### src/common/cache_axi_macros.svh
`ifndef CACHE_AXI_MACROS_SVH
`define CACHE_AXI_MACROS_SVH

// AXI address and data
`define CA_ADDR_W 32
`define CA_DATA_W 32
`define CA_STRB_W 4   // one bit per data byte
`define CA_ID_W 4

// cache side line, four AXI words
`define CA_LINE_W 128

// burst length field, beats minus one
`define CA_LEN_W 8
`define CA_LINE_LEN 3   // 4 beats
`define CA_WORD_LEN 0   // single beat

// outstanding request counters
`define CA_PEND_W 2

`endif

### src/common/cache_axi_pkg.sv
package cache_axi_pkg;

    // cache request size, only LINE changes the burst
    typedef enum logic [2:0] {
        REQ_BYTE = 3'b000,
        REQ_HALF = 3'b001,
        REQ_WORD = 3'b010,
        REQ_LINE = 3'b100
    } req_type_e;

    // requester, carried in bit 0 of arid / rid
    typedef enum logic {
        SRC_ICACHE = 1'b0,
        SRC_DCACHE = 1'b1
    } src_e;

    typedef enum logic [1:0] {
        AR_IDLE,
        AR_REQ,   // arvalid up
        AR_END
    } ar_state_e;

    typedef enum logic [1:0] {
        R_IDLE,
        R_DATA,   // rready up
        R_END
    } r_state_e;

    typedef enum logic [2:0] {
        W_IDLE,
        W_REQ,         // aw and w both open
        W_ADDR_DONE,   // aw taken, w beats left
        W_DATA_DONE,   // last w taken, aw left
        W_WAIT_RESP    // bready up
    } w_state_e;

endpackage

### src/rtl/pending_counter.sv
`timescale 1ns/100ps
`include "cache_axi_macros.svh"

module pending_counter #(
    parameter int CNT_W = `CA_PEND_W
) (
    input  logic aclk,
    input  logic areset,
    input  logic issue,    // request handshake
    input  logic retire,   // matching response handshake
    output logic pending,
    output logic full
);

    logic [CNT_W-1:0] cnt;

    always_ff @(posedge aclk) begin
        if (areset) begin
            cnt <= '0;
        end else if (issue && !retire) begin
            cnt <= cnt + 1'b1;
        end else if (retire && !issue) begin
            cnt <= cnt - 1'b1;
        end
        // both at once, count holds
    end

    assign pending = |cnt;
    assign full    = &cnt;   // no room for another issue

endmodule

### src/read_path/read_ctrl.sv
`timescale 1ns/100ps
`include "cache_axi_macros.svh"

module read_ctrl (
    input  logic                      aclk,
    input  logic                      areset,
    input  logic                      icache_rd_req,
    input  cache_axi_pkg::req_type_e  icache_rd_type,
    input  logic [`CA_ADDR_W-1:0]     icache_rd_addr,
    output logic                      icache_rd_rdy,
    output logic                      icache_ret_valid,
    output logic                      icache_ret_last,
    output logic [`CA_DATA_W-1:0]     icache_ret_data,
    input  logic                      dcache_rd_req,
    input  cache_axi_pkg::req_type_e  dcache_rd_type,
    input  logic [`CA_ADDR_W-1:0]     dcache_rd_addr,
    output logic                      dcache_rd_rdy,
    output logic                      dcache_ret_valid,
    output logic                      dcache_ret_last,
    output logic [`CA_DATA_W-1:0]     dcache_ret_data,
    output logic [`CA_ID_W-1:0]       arid,
    output logic [`CA_ADDR_W-1:0]     araddr,
    output logic [`CA_LEN_W-1:0]      arlen,
    output logic                      arvalid,
    input  logic                      arready,
    input  logic [`CA_ID_W-1:0]       rid,
    input  logic [`CA_DATA_W-1:0]     rdata,
    input  logic                      rlast,
    input  logic                      rvalid,
    output logic                      rready,
    input  logic                      write_busy,
    input  logic [`CA_ADDR_W-1:0]     awaddr,
    input  logic                      rd_pending,
    input  logic                      rd_full,
    output logic                      ar_fire,
    output logic                      r_last_fire
);

    cache_axi_pkg::ar_state_e ar_state;
    cache_axi_pkg::r_state_e  r_state;
    cache_axi_pkg::src_e      ar_src;     // requester of the captured read
    cache_axi_pkg::src_e      rsp_src;    // requester of the current R beat
    cache_axi_pkg::req_type_e cand_type;
    logic [`CA_ADDR_W-1:0]    cand_addr;
    logic                     rd_block;
    logic                     ar_free;
    logic                     accept;

    // dcache wins, so candidate follows its req
    assign cand_addr = dcache_rd_req ? dcache_rd_addr : icache_rd_addr;
    assign cand_type = dcache_rd_req ? dcache_rd_type : icache_rd_type;

    // read after write to the same address waits for B
    assign rd_block = write_busy && (cand_addr == awaddr);
    assign ar_free  = (ar_state == cache_axi_pkg::AR_IDLE) && !rd_pending && !rd_full;

    assign dcache_rd_rdy = ar_free && !rd_block;
    assign icache_rd_rdy = ar_free && !rd_block && !dcache_rd_req;   // yields to dcache
    assign accept = (dcache_rd_req && dcache_rd_rdy) || (icache_rd_req && icache_rd_rdy);

    always_ff @(posedge aclk) begin
        if (areset) begin
            ar_state <= cache_axi_pkg::AR_IDLE;
        end else begin
            case (ar_state)
                cache_axi_pkg::AR_IDLE: if (accept) ar_state <= cache_axi_pkg::AR_REQ;
                cache_axi_pkg::AR_REQ:  if (ar_fire) ar_state <= cache_axi_pkg::AR_END;
                default:                ar_state <= cache_axi_pkg::AR_IDLE;
            endcase
        end
    end

    // address, id and length latched while idle, frozen once arvalid is up
    always_ff @(posedge aclk) begin
        if (ar_state == cache_axi_pkg::AR_IDLE) begin
            ar_src <= dcache_rd_req ? cache_axi_pkg::SRC_DCACHE : cache_axi_pkg::SRC_ICACHE;
            araddr <= cand_addr;
            arlen  <= (cand_type == cache_axi_pkg::REQ_LINE) ? `CA_LEN_W'(`CA_LINE_LEN)
                                                              : `CA_LEN_W'(`CA_WORD_LEN);
        end
    end

    assign arid    = {{(`CA_ID_W-1){1'b0}}, ar_src};
    assign arvalid = (ar_state == cache_axi_pkg::AR_REQ);
    assign ar_fire = arvalid && arready;

    // R side opens after the AR handshake, or while one is still owed data
    always_ff @(posedge aclk) begin
        if (areset) begin
            r_state <= cache_axi_pkg::R_IDLE;
        end else begin
            case (r_state)
                cache_axi_pkg::R_IDLE: begin
                    if (ar_fire || rd_pending) r_state <= cache_axi_pkg::R_DATA;
                end
                cache_axi_pkg::R_DATA: if (r_last_fire) r_state <= cache_axi_pkg::R_END;
                default:               r_state <= cache_axi_pkg::R_IDLE;
            endcase
        end
    end

    assign rready      = (r_state == cache_axi_pkg::R_DATA);
    assign r_last_fire = rvalid && rready && rlast;

    // return routing on rid bit 0, same cycle as the beat
    assign rsp_src          = cache_axi_pkg::src_e'(rid[0]);
    assign icache_ret_valid = rvalid && rready && (rsp_src == cache_axi_pkg::SRC_ICACHE);
    assign dcache_ret_valid = rvalid && rready && (rsp_src == cache_axi_pkg::SRC_DCACHE);
    assign icache_ret_last  = icache_ret_valid && rlast;
    assign dcache_ret_last  = dcache_ret_valid && rlast;
    assign icache_ret_data  = rdata;   // shared bus, valid picks the owner
    assign dcache_ret_data  = rdata;

endmodule

### src/write_path/write_ctrl.sv
`timescale 1ns/100ps
`include "cache_axi_macros.svh"

module write_ctrl (
    input  logic                     aclk,
    input  logic                     areset,
    input  logic                     dcache_wr_req,
    input  cache_axi_pkg::req_type_e dcache_wr_type,
    input  logic [`CA_ADDR_W-1:0]    dcache_wr_addr,
    output logic                     dcache_wr_rdy,
    output logic [`CA_ADDR_W-1:0]    awaddr,
    output logic [`CA_LEN_W-1:0]     awlen,
    output logic                     awvalid,
    input  logic                     awready,
    output logic                     wvalid,
    input  logic                     wready,
    input  logic                     wlast,
    input  logic                     bvalid,
    output logic                     bready,
    output logic                     write_busy,
    output logic                     load,
    output logic                     is_line,
    input  logic                     wr_pending,
    output logic                     aw_fire,
    output logic                     b_fire
);

    cache_axi_pkg::w_state_e w_state;
    logic                    w_last_fire;

    assign is_line = (dcache_wr_type == cache_axi_pkg::REQ_LINE);
    assign load    = dcache_wr_req && dcache_wr_rdy;   // accept pulse, buffer takes the data

    assign aw_fire     = awvalid && awready;
    assign w_last_fire = wvalid && wready && wlast;
    assign b_fire      = bvalid && bready;

    // aw and last w may finish in either order, or together
    always_ff @(posedge aclk) begin
        if (areset) begin
            w_state <= cache_axi_pkg::W_IDLE;
        end else begin
            case (w_state)
                cache_axi_pkg::W_IDLE: begin
                    if (load) w_state <= cache_axi_pkg::W_REQ;
                end
                cache_axi_pkg::W_REQ: begin
                    if (aw_fire && w_last_fire) begin
                        w_state <= cache_axi_pkg::W_WAIT_RESP;
                    end else if (aw_fire) begin
                        w_state <= cache_axi_pkg::W_ADDR_DONE;
                    end else if (w_last_fire) begin
                        w_state <= cache_axi_pkg::W_DATA_DONE;
                    end
                end
                cache_axi_pkg::W_ADDR_DONE: begin
                    if (w_last_fire) w_state <= cache_axi_pkg::W_WAIT_RESP;   // beats still going
                end
                cache_axi_pkg::W_DATA_DONE: begin
                    if (aw_fire) w_state <= cache_axi_pkg::W_WAIT_RESP;
                end
                cache_axi_pkg::W_WAIT_RESP: begin
                    if (b_fire) w_state <= cache_axi_pkg::W_IDLE;
                end
                default: w_state <= cache_axi_pkg::W_IDLE;
            endcase
        end
    end

    // address and length held from acceptance to B
    always_ff @(posedge aclk) begin
        if (w_state == cache_axi_pkg::W_IDLE) begin
            awaddr <= dcache_wr_addr;
            awlen  <= is_line ? `CA_LEN_W'(`CA_LINE_LEN) : `CA_LEN_W'(`CA_WORD_LEN);
        end
    end

    assign awvalid = (w_state == cache_axi_pkg::W_REQ) || (w_state == cache_axi_pkg::W_DATA_DONE);
    assign wvalid  = (w_state == cache_axi_pkg::W_REQ) || (w_state == cache_axi_pkg::W_ADDR_DONE);
    assign bready  = (w_state == cache_axi_pkg::W_WAIT_RESP);

    assign write_busy    = (w_state != cache_axi_pkg::W_IDLE);   // feeds the read block
    assign dcache_wr_rdy = (w_state == cache_axi_pkg::W_IDLE) && !wr_pending;

endmodule

### src/write_path/write_buffer.sv
`timescale 1ns/100ps
`include "cache_axi_macros.svh"

module write_buffer (
    input  logic                  aclk,
    input  logic                  areset,
    input  logic                  load,
    input  logic                  is_line,
    input  logic [`CA_STRB_W-1:0] dcache_wr_wstrb,
    input  logic [`CA_LINE_W-1:0] dcache_wr_data,
    input  logic                  wvalid,
    input  logic                  wready,
    output logic [`CA_DATA_W-1:0] wdata,
    output logic [`CA_STRB_W-1:0] wstrb,
    output logic                  wlast
);

    logic [`CA_LINE_W-1:0] line_q;     // low word is the next beat
    logic [`CA_STRB_W-1:0] strb_q;
    logic [`CA_LEN_W-1:0]  beat_cnt;   // beats left after the current one
    logic                  w_fire;

    assign w_fire = wvalid && wready;

    // payload, shifted down one word per W handshake
    always_ff @(posedge aclk) begin
        if (load) begin
            line_q <= dcache_wr_data;
            strb_q <= dcache_wr_wstrb;
        end else if (w_fire) begin
            line_q <= {{`CA_DATA_W{1'b0}}, line_q[`CA_LINE_W-1:`CA_DATA_W]};
        end
    end

    always_ff @(posedge aclk) begin
        if (areset) begin
            beat_cnt <= '0;
        end else if (load) begin
            beat_cnt <= is_line ? `CA_LEN_W'(`CA_LINE_LEN) : `CA_LEN_W'(`CA_WORD_LEN);
        end else if (w_fire && (beat_cnt != '0)) begin
            beat_cnt <= beat_cnt - 1'b1;   // parks at zero after the last beat
        end
    end

    assign wdata = line_q[`CA_DATA_W-1:0];
    assign wstrb = strb_q;   // same strobes on every beat
    assign wlast = (beat_cnt == '0);

endmodule

### src/rtl/cache_axi_bridge.sv
`timescale 1ns/100ps
`include "cache_axi_macros.svh"

module cache_axi_bridge (
    input  logic                     aclk,
    input  logic                     areset,
    output logic [`CA_ID_W-1:0]      arid,
    output logic [`CA_ADDR_W-1:0]    araddr,
    output logic [`CA_LEN_W-1:0]     arlen,
    output logic                     arvalid,
    input  logic                     arready,
    input  logic [`CA_ID_W-1:0]      rid,
    input  logic [`CA_DATA_W-1:0]    rdata,
    input  logic                     rlast,
    input  logic                     rvalid,
    output logic                     rready,
    output logic [`CA_ADDR_W-1:0]    awaddr,
    output logic [`CA_LEN_W-1:0]     awlen,
    output logic                     awvalid,
    input  logic                     awready,
    output logic [`CA_DATA_W-1:0]    wdata,
    output logic [`CA_STRB_W-1:0]    wstrb,
    output logic                     wlast,
    output logic                     wvalid,
    input  logic                     wready,
    input  logic                     bvalid,
    output logic                     bready,
    input  logic                     icache_rd_req,
    input  cache_axi_pkg::req_type_e icache_rd_type,
    input  logic [`CA_ADDR_W-1:0]    icache_rd_addr,
    output logic                     icache_rd_rdy,
    output logic                     icache_ret_valid,
    output logic                     icache_ret_last,
    output logic [`CA_DATA_W-1:0]    icache_ret_data,
    input  logic                     dcache_rd_req,
    input  cache_axi_pkg::req_type_e dcache_rd_type,
    input  logic [`CA_ADDR_W-1:0]    dcache_rd_addr,
    output logic                     dcache_rd_rdy,
    output logic                     dcache_ret_valid,
    output logic                     dcache_ret_last,
    output logic [`CA_DATA_W-1:0]    dcache_ret_data,
    input  logic                     dcache_wr_req,
    input  cache_axi_pkg::req_type_e dcache_wr_type,
    input  logic [`CA_ADDR_W-1:0]    dcache_wr_addr,
    input  logic [`CA_STRB_W-1:0]    dcache_wr_wstrb,
    input  logic [`CA_LINE_W-1:0]    dcache_wr_data,
    output logic                     dcache_wr_rdy
);

    logic write_busy;    // write in flight, for the read block
    logic load;
    logic is_line;
    logic rd_pending;
    logic rd_full;
    logic wr_pending;
    logic ar_fire;
    logic r_last_fire;
    logic aw_fire;
    logic b_fire;

    read_ctrl u_read_ctrl (.*);

    write_ctrl u_write_ctrl (.*);

    write_buffer u_write_buffer (.*);

    // AR handshakes not yet closed by rlast
    pending_counter #(.CNT_W(`CA_PEND_W)) u_rd_pending (
        .aclk    (aclk),
        .areset  (areset),
        .issue   (ar_fire),
        .retire  (r_last_fire),
        .pending (rd_pending),
        .full    (rd_full)
    );

    // AW handshakes not yet answered on B, full flag left open
    pending_counter #(.CNT_W(`CA_PEND_W)) u_wr_pending (
        .aclk    (aclk),
        .areset  (areset),
        .issue   (aw_fire),
        .retire  (b_fire),
        .pending (wr_pending),
        .full    ()
    );

endmodule

### config.mk
export PLATFORM = sky130hd
export DESIGN_NAME = cache_axi_bridge
export DESIGN_NICKNAME = d
export VERILOG_FILES = /design/src/common/cache_axi_pkg.sv /design/src/rtl/pending_counter.sv /design/src/read_path/read_ctrl.sv /design/src/write_path/write_ctrl.sv /design/src/write_path/write_buffer.sv /design/src/rtl/cache_axi_bridge.sv
export VERILOG_INCLUDE_DIRS = /design/src /design/src/common
export SDC_FILE = /design/constraint.sdc
export NUM_CORES = 1
export LEC_CHECK = 0
export BUFFER_PORTS_ARGS = -buffer_cell sky130_fd_sc_hd__buf_4
export CORE_AREA = 2 2 187 189
export CTS_CLUSTER_SIZE = 30
export DETAILED_ROUTE_END_ITERATION = 8
export DIE_AREA = 0 0 189 191
export HOLD_SLACK_MARGIN = 0.06
export SYNTH_ARGS = -nofsm -noshare
export SYNTH_HDL_FRONTEND = slang
export SYNTH_SLANG_ARGS = --single-unit
### constraint.sdc
create_clock -name aclk -period 9.1 [get_ports aclk]
set_input_delay 1.82 -clock aclk [delete_from_list [all_inputs] [get_ports aclk]]
set_output_delay 1.82 -clock aclk [all_outputs]
set_load 0.01 [all_outputs]
# [After elaboration in Yosys (flattened, before gate mapping)]
# Index checks and enable logic that the tools add are counted.
[totals] wordCells=119 latch_bits=0 ramBits=0 mem_bits_ro=0 output_inout_bits=197 register_bits=232 memories=0
[classes] div_mod_pow=0 bitwise=1 eq_ne=18 n_lt_le_gt_ge=0 n_shift=0 n_reduce_logical=55 n_mul=0 n_mux=27 n_addsub=5
[op_table] cell="$mux W128" count=2
[op_table] cell="$eq A32 B32 Y1" count=1
[op_table] cell="$mux W32" count=1
[op_table] cell="$logic_and A1 B1 Y1" count=26
[op_table] cell="$mux W3" count=8
[op_table] cell="$mux W2" count=10
[op_table] cell="$mux W8" count=2
[op_table] cell="$pmux W3 S5" count=1
[op_table] cell="$ne A2 B1 Y1 const B" count=7
[op_table] cell="$eq A3 B3 Y1 const B" count=3
[op_table] cell="$logic_not A1 Y1" count=9
[op_table] cell="$logic_not A8 Y1" count=1
[op_table] cell="$pmux W2 S2" count=2
[op_table] cell="$reduce_bool A2 Y1" count=4
[op_table] cell="$reduce_bool A8 Y1" count=1
[op_table] cell="$sub A8 B1 Y8 const B" count=1
[op_table] cell="$eq A3 B2 Y1 const B" count=2
[op_table] cell="$reduce_and A2 Y1" count=3
[op_table] cell="$reduce_and A5 Y1" count=1
[op_table] cell="$add A2 B1 Y2 const B" count=2
[op_table] cell="$eq A2 B1 Y1 const B" count=2
[op_table] cell="$logic_not A2 Y1" count=2
[op_table] cell="$logic_or A1 B1 Y1" count=4
[op_table] cell="$ne A4 B1 Y1 const B" count=1
[op_table] cell="other kinds (8)" count=10

# [Longest topological paths before layout]
[logic_depth] word_depth=10 depth_mapped=9

# [Modules after synthesis]
# Synthesis repeated with hierarchy kept, for this count alone.
[unflattened] hier_cells=684 hier_area_um2=10204.8
[modules_own_cells] module="write_buffer" area_per_inst_um2=6020.8 instances=1 cells_each=360
[modules_own_cells] module="read_ctrl" area_per_inst_um2=2638.8 instances=1 cells_each=229
[modules_own_cells] module="write_ctrl" area_per_inst_um2=1330.0 instances=1 cells_each=71
[modules_own_cells] module="pending_counter" area_per_inst_um2=107.6 instances=2 cells_each=12

# [Least setup slack after synthesis]
# OpenSTA, ideal clock, no wires.
[synth_path] path_type="input to output" start="in dcache_rd_req" end="out icache_rd_rdy" path_stages=7 n_path_buf=1 t_arrival_ns=3.326 setup_slack_ns=3.954 path_cell_list="buf_6 mux2_4 xor2_1 a2111oi_2 o2111ai_1 nor4_2 nor3b_1"
[synth_between] elab_chain_len=6 word_cells_on_any_way=7 classes_between="eq/ne (1); mux (1); reduce/logical (5)"
[synth_rtl] element="start: declaration" line="cache_axi_bridge.sv:35" text="input logic dcache_rd_req,"
[synth_rtl] element="$mux W32" line="read_ctrl.sv:50" text="assign cand_addr = dcache_rd_req ? dcache_rd_addr : icache_rd_addr;"
[synth_rtl] element="via u_read_ctrl.cand_addr[19]" line="read_ctrl.sv:44" text="logic [`CA_ADDR_W-1:0] cand_addr;"
[synth_rtl] element="$eq A32 B32 Y1" line="read_ctrl.sv:54" text="assign rd_block = write_busy && (cand_addr == awaddr);"
[synth_rtl] element="$logic_and A1 B1 Y1" line="read_ctrl.sv:54"
[synth_rtl] element="$logic_not A1 Y1" line="read_ctrl.sv:58" text="assign icache_rd_rdy = ar_free && !rd_block && !dcache_rd_req;"
[synth_rtl] element="$logic_and A1 B1 Y1 (2 in a row)" line="read_ctrl.sv:58"
[synth_rtl] element="end: declaration" line="cache_axi_bridge.sv:31" text="output logic icache_rd_rdy,"
# The timed path passes the listed nets, and every way through them passes these cells.

# [Final worst setup path]
# Same ends and word-level chain as after synthesis.

==> results_dict.tcl <==
set metrics [dict create \
    antenna_found_initial 7 \
    worst_pin_slew_ps 1100 \
    avgSynthCellArea_um2 11.5 \
    routabilityCongestion 0.865 \
    slew_viol_final 0 \
    fin_nets 1427 \
    outcome "completed" \
    worstPathArrival_ps 4350 \
    synth_top_area_share_pct 59.3 \
    synth_edf_count 199 \
    routedWlPerCell_um 17.0 \
    clock_skew_ps 16.4 \
    p_per_area_mw_per_mm2 357 \
    worstSetupStartpoint "dcache_rd_req" \
    min_period_ps 6170 \
    via_per_inst 4.18 \
    p_leak_nw 5.94 \
    gr-total-overflow 0 \
    final_core_util_pct 39.0 \
    synthCells 874 \
    cts_max_level 1 \
    core_area_mm2 0.0341 \
    stdcell_count 1619 \
    area_growth_pct 32.1 \
    maxSlewHeadroom_pct 26.4 \
    grt_pass1_vias 6825 \
    worst-setup-path-type "in -> out" \
    min_path_type "reg -> reg" \
    cp.required_ps 7280 \
    async_flop_share_pct 0 \
    r2r_slack_ps 5280 \
    dr.pass1.iters 6 \
    grt.total_usage_pct 14.6 \
    cts_resized 0 \
    endpoint_kind "output pin" \
    fin_area_mm2 0.0133 \
    placed_cell_area_mm2 0.0125 \
    multi_input_area_mm2 0.00270 \
    die_y_um 191 \
    max_cap_viol_count 0 \
    cts_buffers 27 \
    ioPinCount 481 \
    grt_start_max_net_pins 100 \
    die_w_um 189 \
    synthTopCellsByArea "edfxtp_1 (59%), nand2_1 (11%), buf_4 (8.9%), dfxtp_1 (3.8%), xor2_1 (3.0%)" \
    hp-start "u_read_ctrl.r_state[1]" \
    antenna_left 0 \
    grt_pass1_wl_mm 39.9 \
    syn_area_mm2 0.0101 \
    post_route_cells_drive_above_1_share_pct 38.9 \
    setup_ws_ps 2930 \
    port_buffers 366 \
    dp_hpwl_mm 20.2 \
    num-fill-cells 3336 \
    design.die.area_mm2 0.0361 \
    finalSetupViolCount 0 \
    drtIter0Drc 384 \
    clk_latency_ps 530 \
    rows 68 \
    seqCellArea_mm2 0.00636 \
    fin_crit_sh_pct 67.8 \
    finalHoldViolCount 0 \
    cts_tree "done" \
    cp_max_fo 37 \
    tns_ps 0 \
    fin_hold_ws_ps 427 \
    initial_utilization_pct 29.6 \
    power_mw 4.75 \
    root_buffer "clkbuf_16" \
    clockBufferDepth 3 \
    cts.sinks 218 \
    ys_types 45 \
    yosysWarnings 0 \
    reg2reg_from "u_write_ctrl.w_state[2]" \
    cts_hold_buf 0 \
    placedCellCount 1565 \
    critical_path.startpoint_type "primary input" \
    yosys.area.top_type "edfxtp_1" \
    yosys_most_used_dff "edfxtp_1" \
    wirelength_mm 27.5 \
    vias 6774 \
    clk_pin_slew_worst_paths_ps 60 \
    rsz0062_at_grt "false" \
    peakVddDrop_mv 0.199 \
    yosysSeqAreaShare_pct 63.0 \
    drcViolationCount 0 \
    fmaxAchievable_mhz 162 \
    ys_ff_latch 218 \
    pre_cts_ws_ps 2930 \
    post_cts_buffers 0 \
]
## layout make-up
class	count	area share, %
Antenna cell	5	0.0940
Clock buffer	29	5.13
Clock inverter	20	1.22
Inverter	12	0.357
Multi-Input combinational cell	509	20.3
Sequential cell	218	47.7
Tap cell	455	4.28
Timing Repair Buffer	371	20.9
## layout by cell type, fill, tap and decap left out, types with 2 or more instances in the layout
| cell | n |
|---|---|
| clkinv_4 | 2 |
| nor2b_1 | 5 |
| nand2_1 | 303 |
| clkinv_2 | 6 |
| mux2_4 | 4 |
| inv_1 | 11 |
| bufinv_16 | 2 |
| mux2i_1 | 3 |
| xor2_1 | 34 |
| nand3_1 | 5 |
| diode_2 | 5 |
| clkbuf_16 | 27 |
| a211oi_1 | 2 |
| nor4_1 | 7 |
| and2_1 | 2 |
| nor3b_1 | 3 |
| and3_1 | 35 |
| nor2_1 | 17 |
| clkbuf_1 | 2 |
| dfxtp_1 | 19 |
| o21ai_0 | 2 |
| conb_1 | 15 |
| a2111oi_2 | 2 |
| xnor2_1 | 7 |
| nor3_1 | 8 |
| clkinv_1 | 6 |
| or3_1 | 3 |
| inv_6 | 2 |
| o41ai_1 | 2 |
| a21oi_1 | 7 |
| edfxtp_1 | 199 |
| mux2_2 | 24 |
| ha_1 | 4 |
| buf_4 | 371 |
| nor4_2 | 2 |
| clkinvlp_4 | 2 |
## final timing paths
kind	depth (start not counted)	endpoint
setup / recovery	8	icache_rd_rdy
hold / removal	1	u_read_ctrl.r_state[0]
setup reg to reg	7	u_write_buffer.line_q[1]
hold reg to reg	1	u_read_ctrl.r_state[0]
## per-layer routing
layer / global-route usage [%] / vias up / wire length (um)
li1: - / 3368 / -
met1: 18.7 / 3145 / 11400
met2: 23.8 / 219 / 13300
met3: 4.02 / 42 / 2050
met4: 4.87 / 0 / 742
met5: 0 / - / 0
## synthesized netlist by cell type (all sizes together), types with 3 or more instances
library cell / n
nor2b: 5
nor2: 18
o21ai: 3
and3: 35
nand3: 5
dfxtp: 19
nor3: 9
ha: 4
xnor2: 7
buf: 131
or3: 3
xor2: 34
edfxtp: 199
nand2: 304
clkbuf: 18
mux2i: 4
inv: 12
nor3b: 4
a21oi: 7
nor4: 9
mux2: 28
## power by group
group	switching (mW)	internal, mW	total, mW
logic	1.07	0.628	1.70
registers	0.181	1.85	2.03
clock network	0.424	0.600	1.02
## sequential cells by signal (all words and copies together), names as in the netlist, 2 cells and up
| name | cells |
|---|---|
| u_write_buffer.line_q | 128 |
| u_read_ctrl.araddr | 32 |
| u_write_ctrl.awaddr | 32 |
| u_write_buffer.beat_cnt | 8 |
| u_write_buffer.wstrb | 4 |
| u_write_ctrl.w_state | 3 |
| u_rd_pending.cnt | 2 |
| u_read_ctrl.ar_state | 2 |
| u_read_ctrl.r_state | 2 |
| u_wr_pending.cnt | 2 |
## worst max-delay path, cell delays in order
cell       delay [ps]
buf_4             450
mux2_2            430
xor2_1            160
a2111oi_2         470
o2111ai_1         200
nor4_2            500
nor3b_1           130
buf_4             180
## logic make-up after synthesis
kind of cell,count (synthesis),synth area share [%]
other,1,0.0372
buffers and inverters,161,10.9
and+or+nand+nor,399,17.0
xor gates and xnor gates,41,3.56
AOI/OAI and AO/OA,18,1.28
muxes,32,3.71
DFF,218,63.0
adders and majority gates,4,0.496
(Power assumes the default switching activity.)
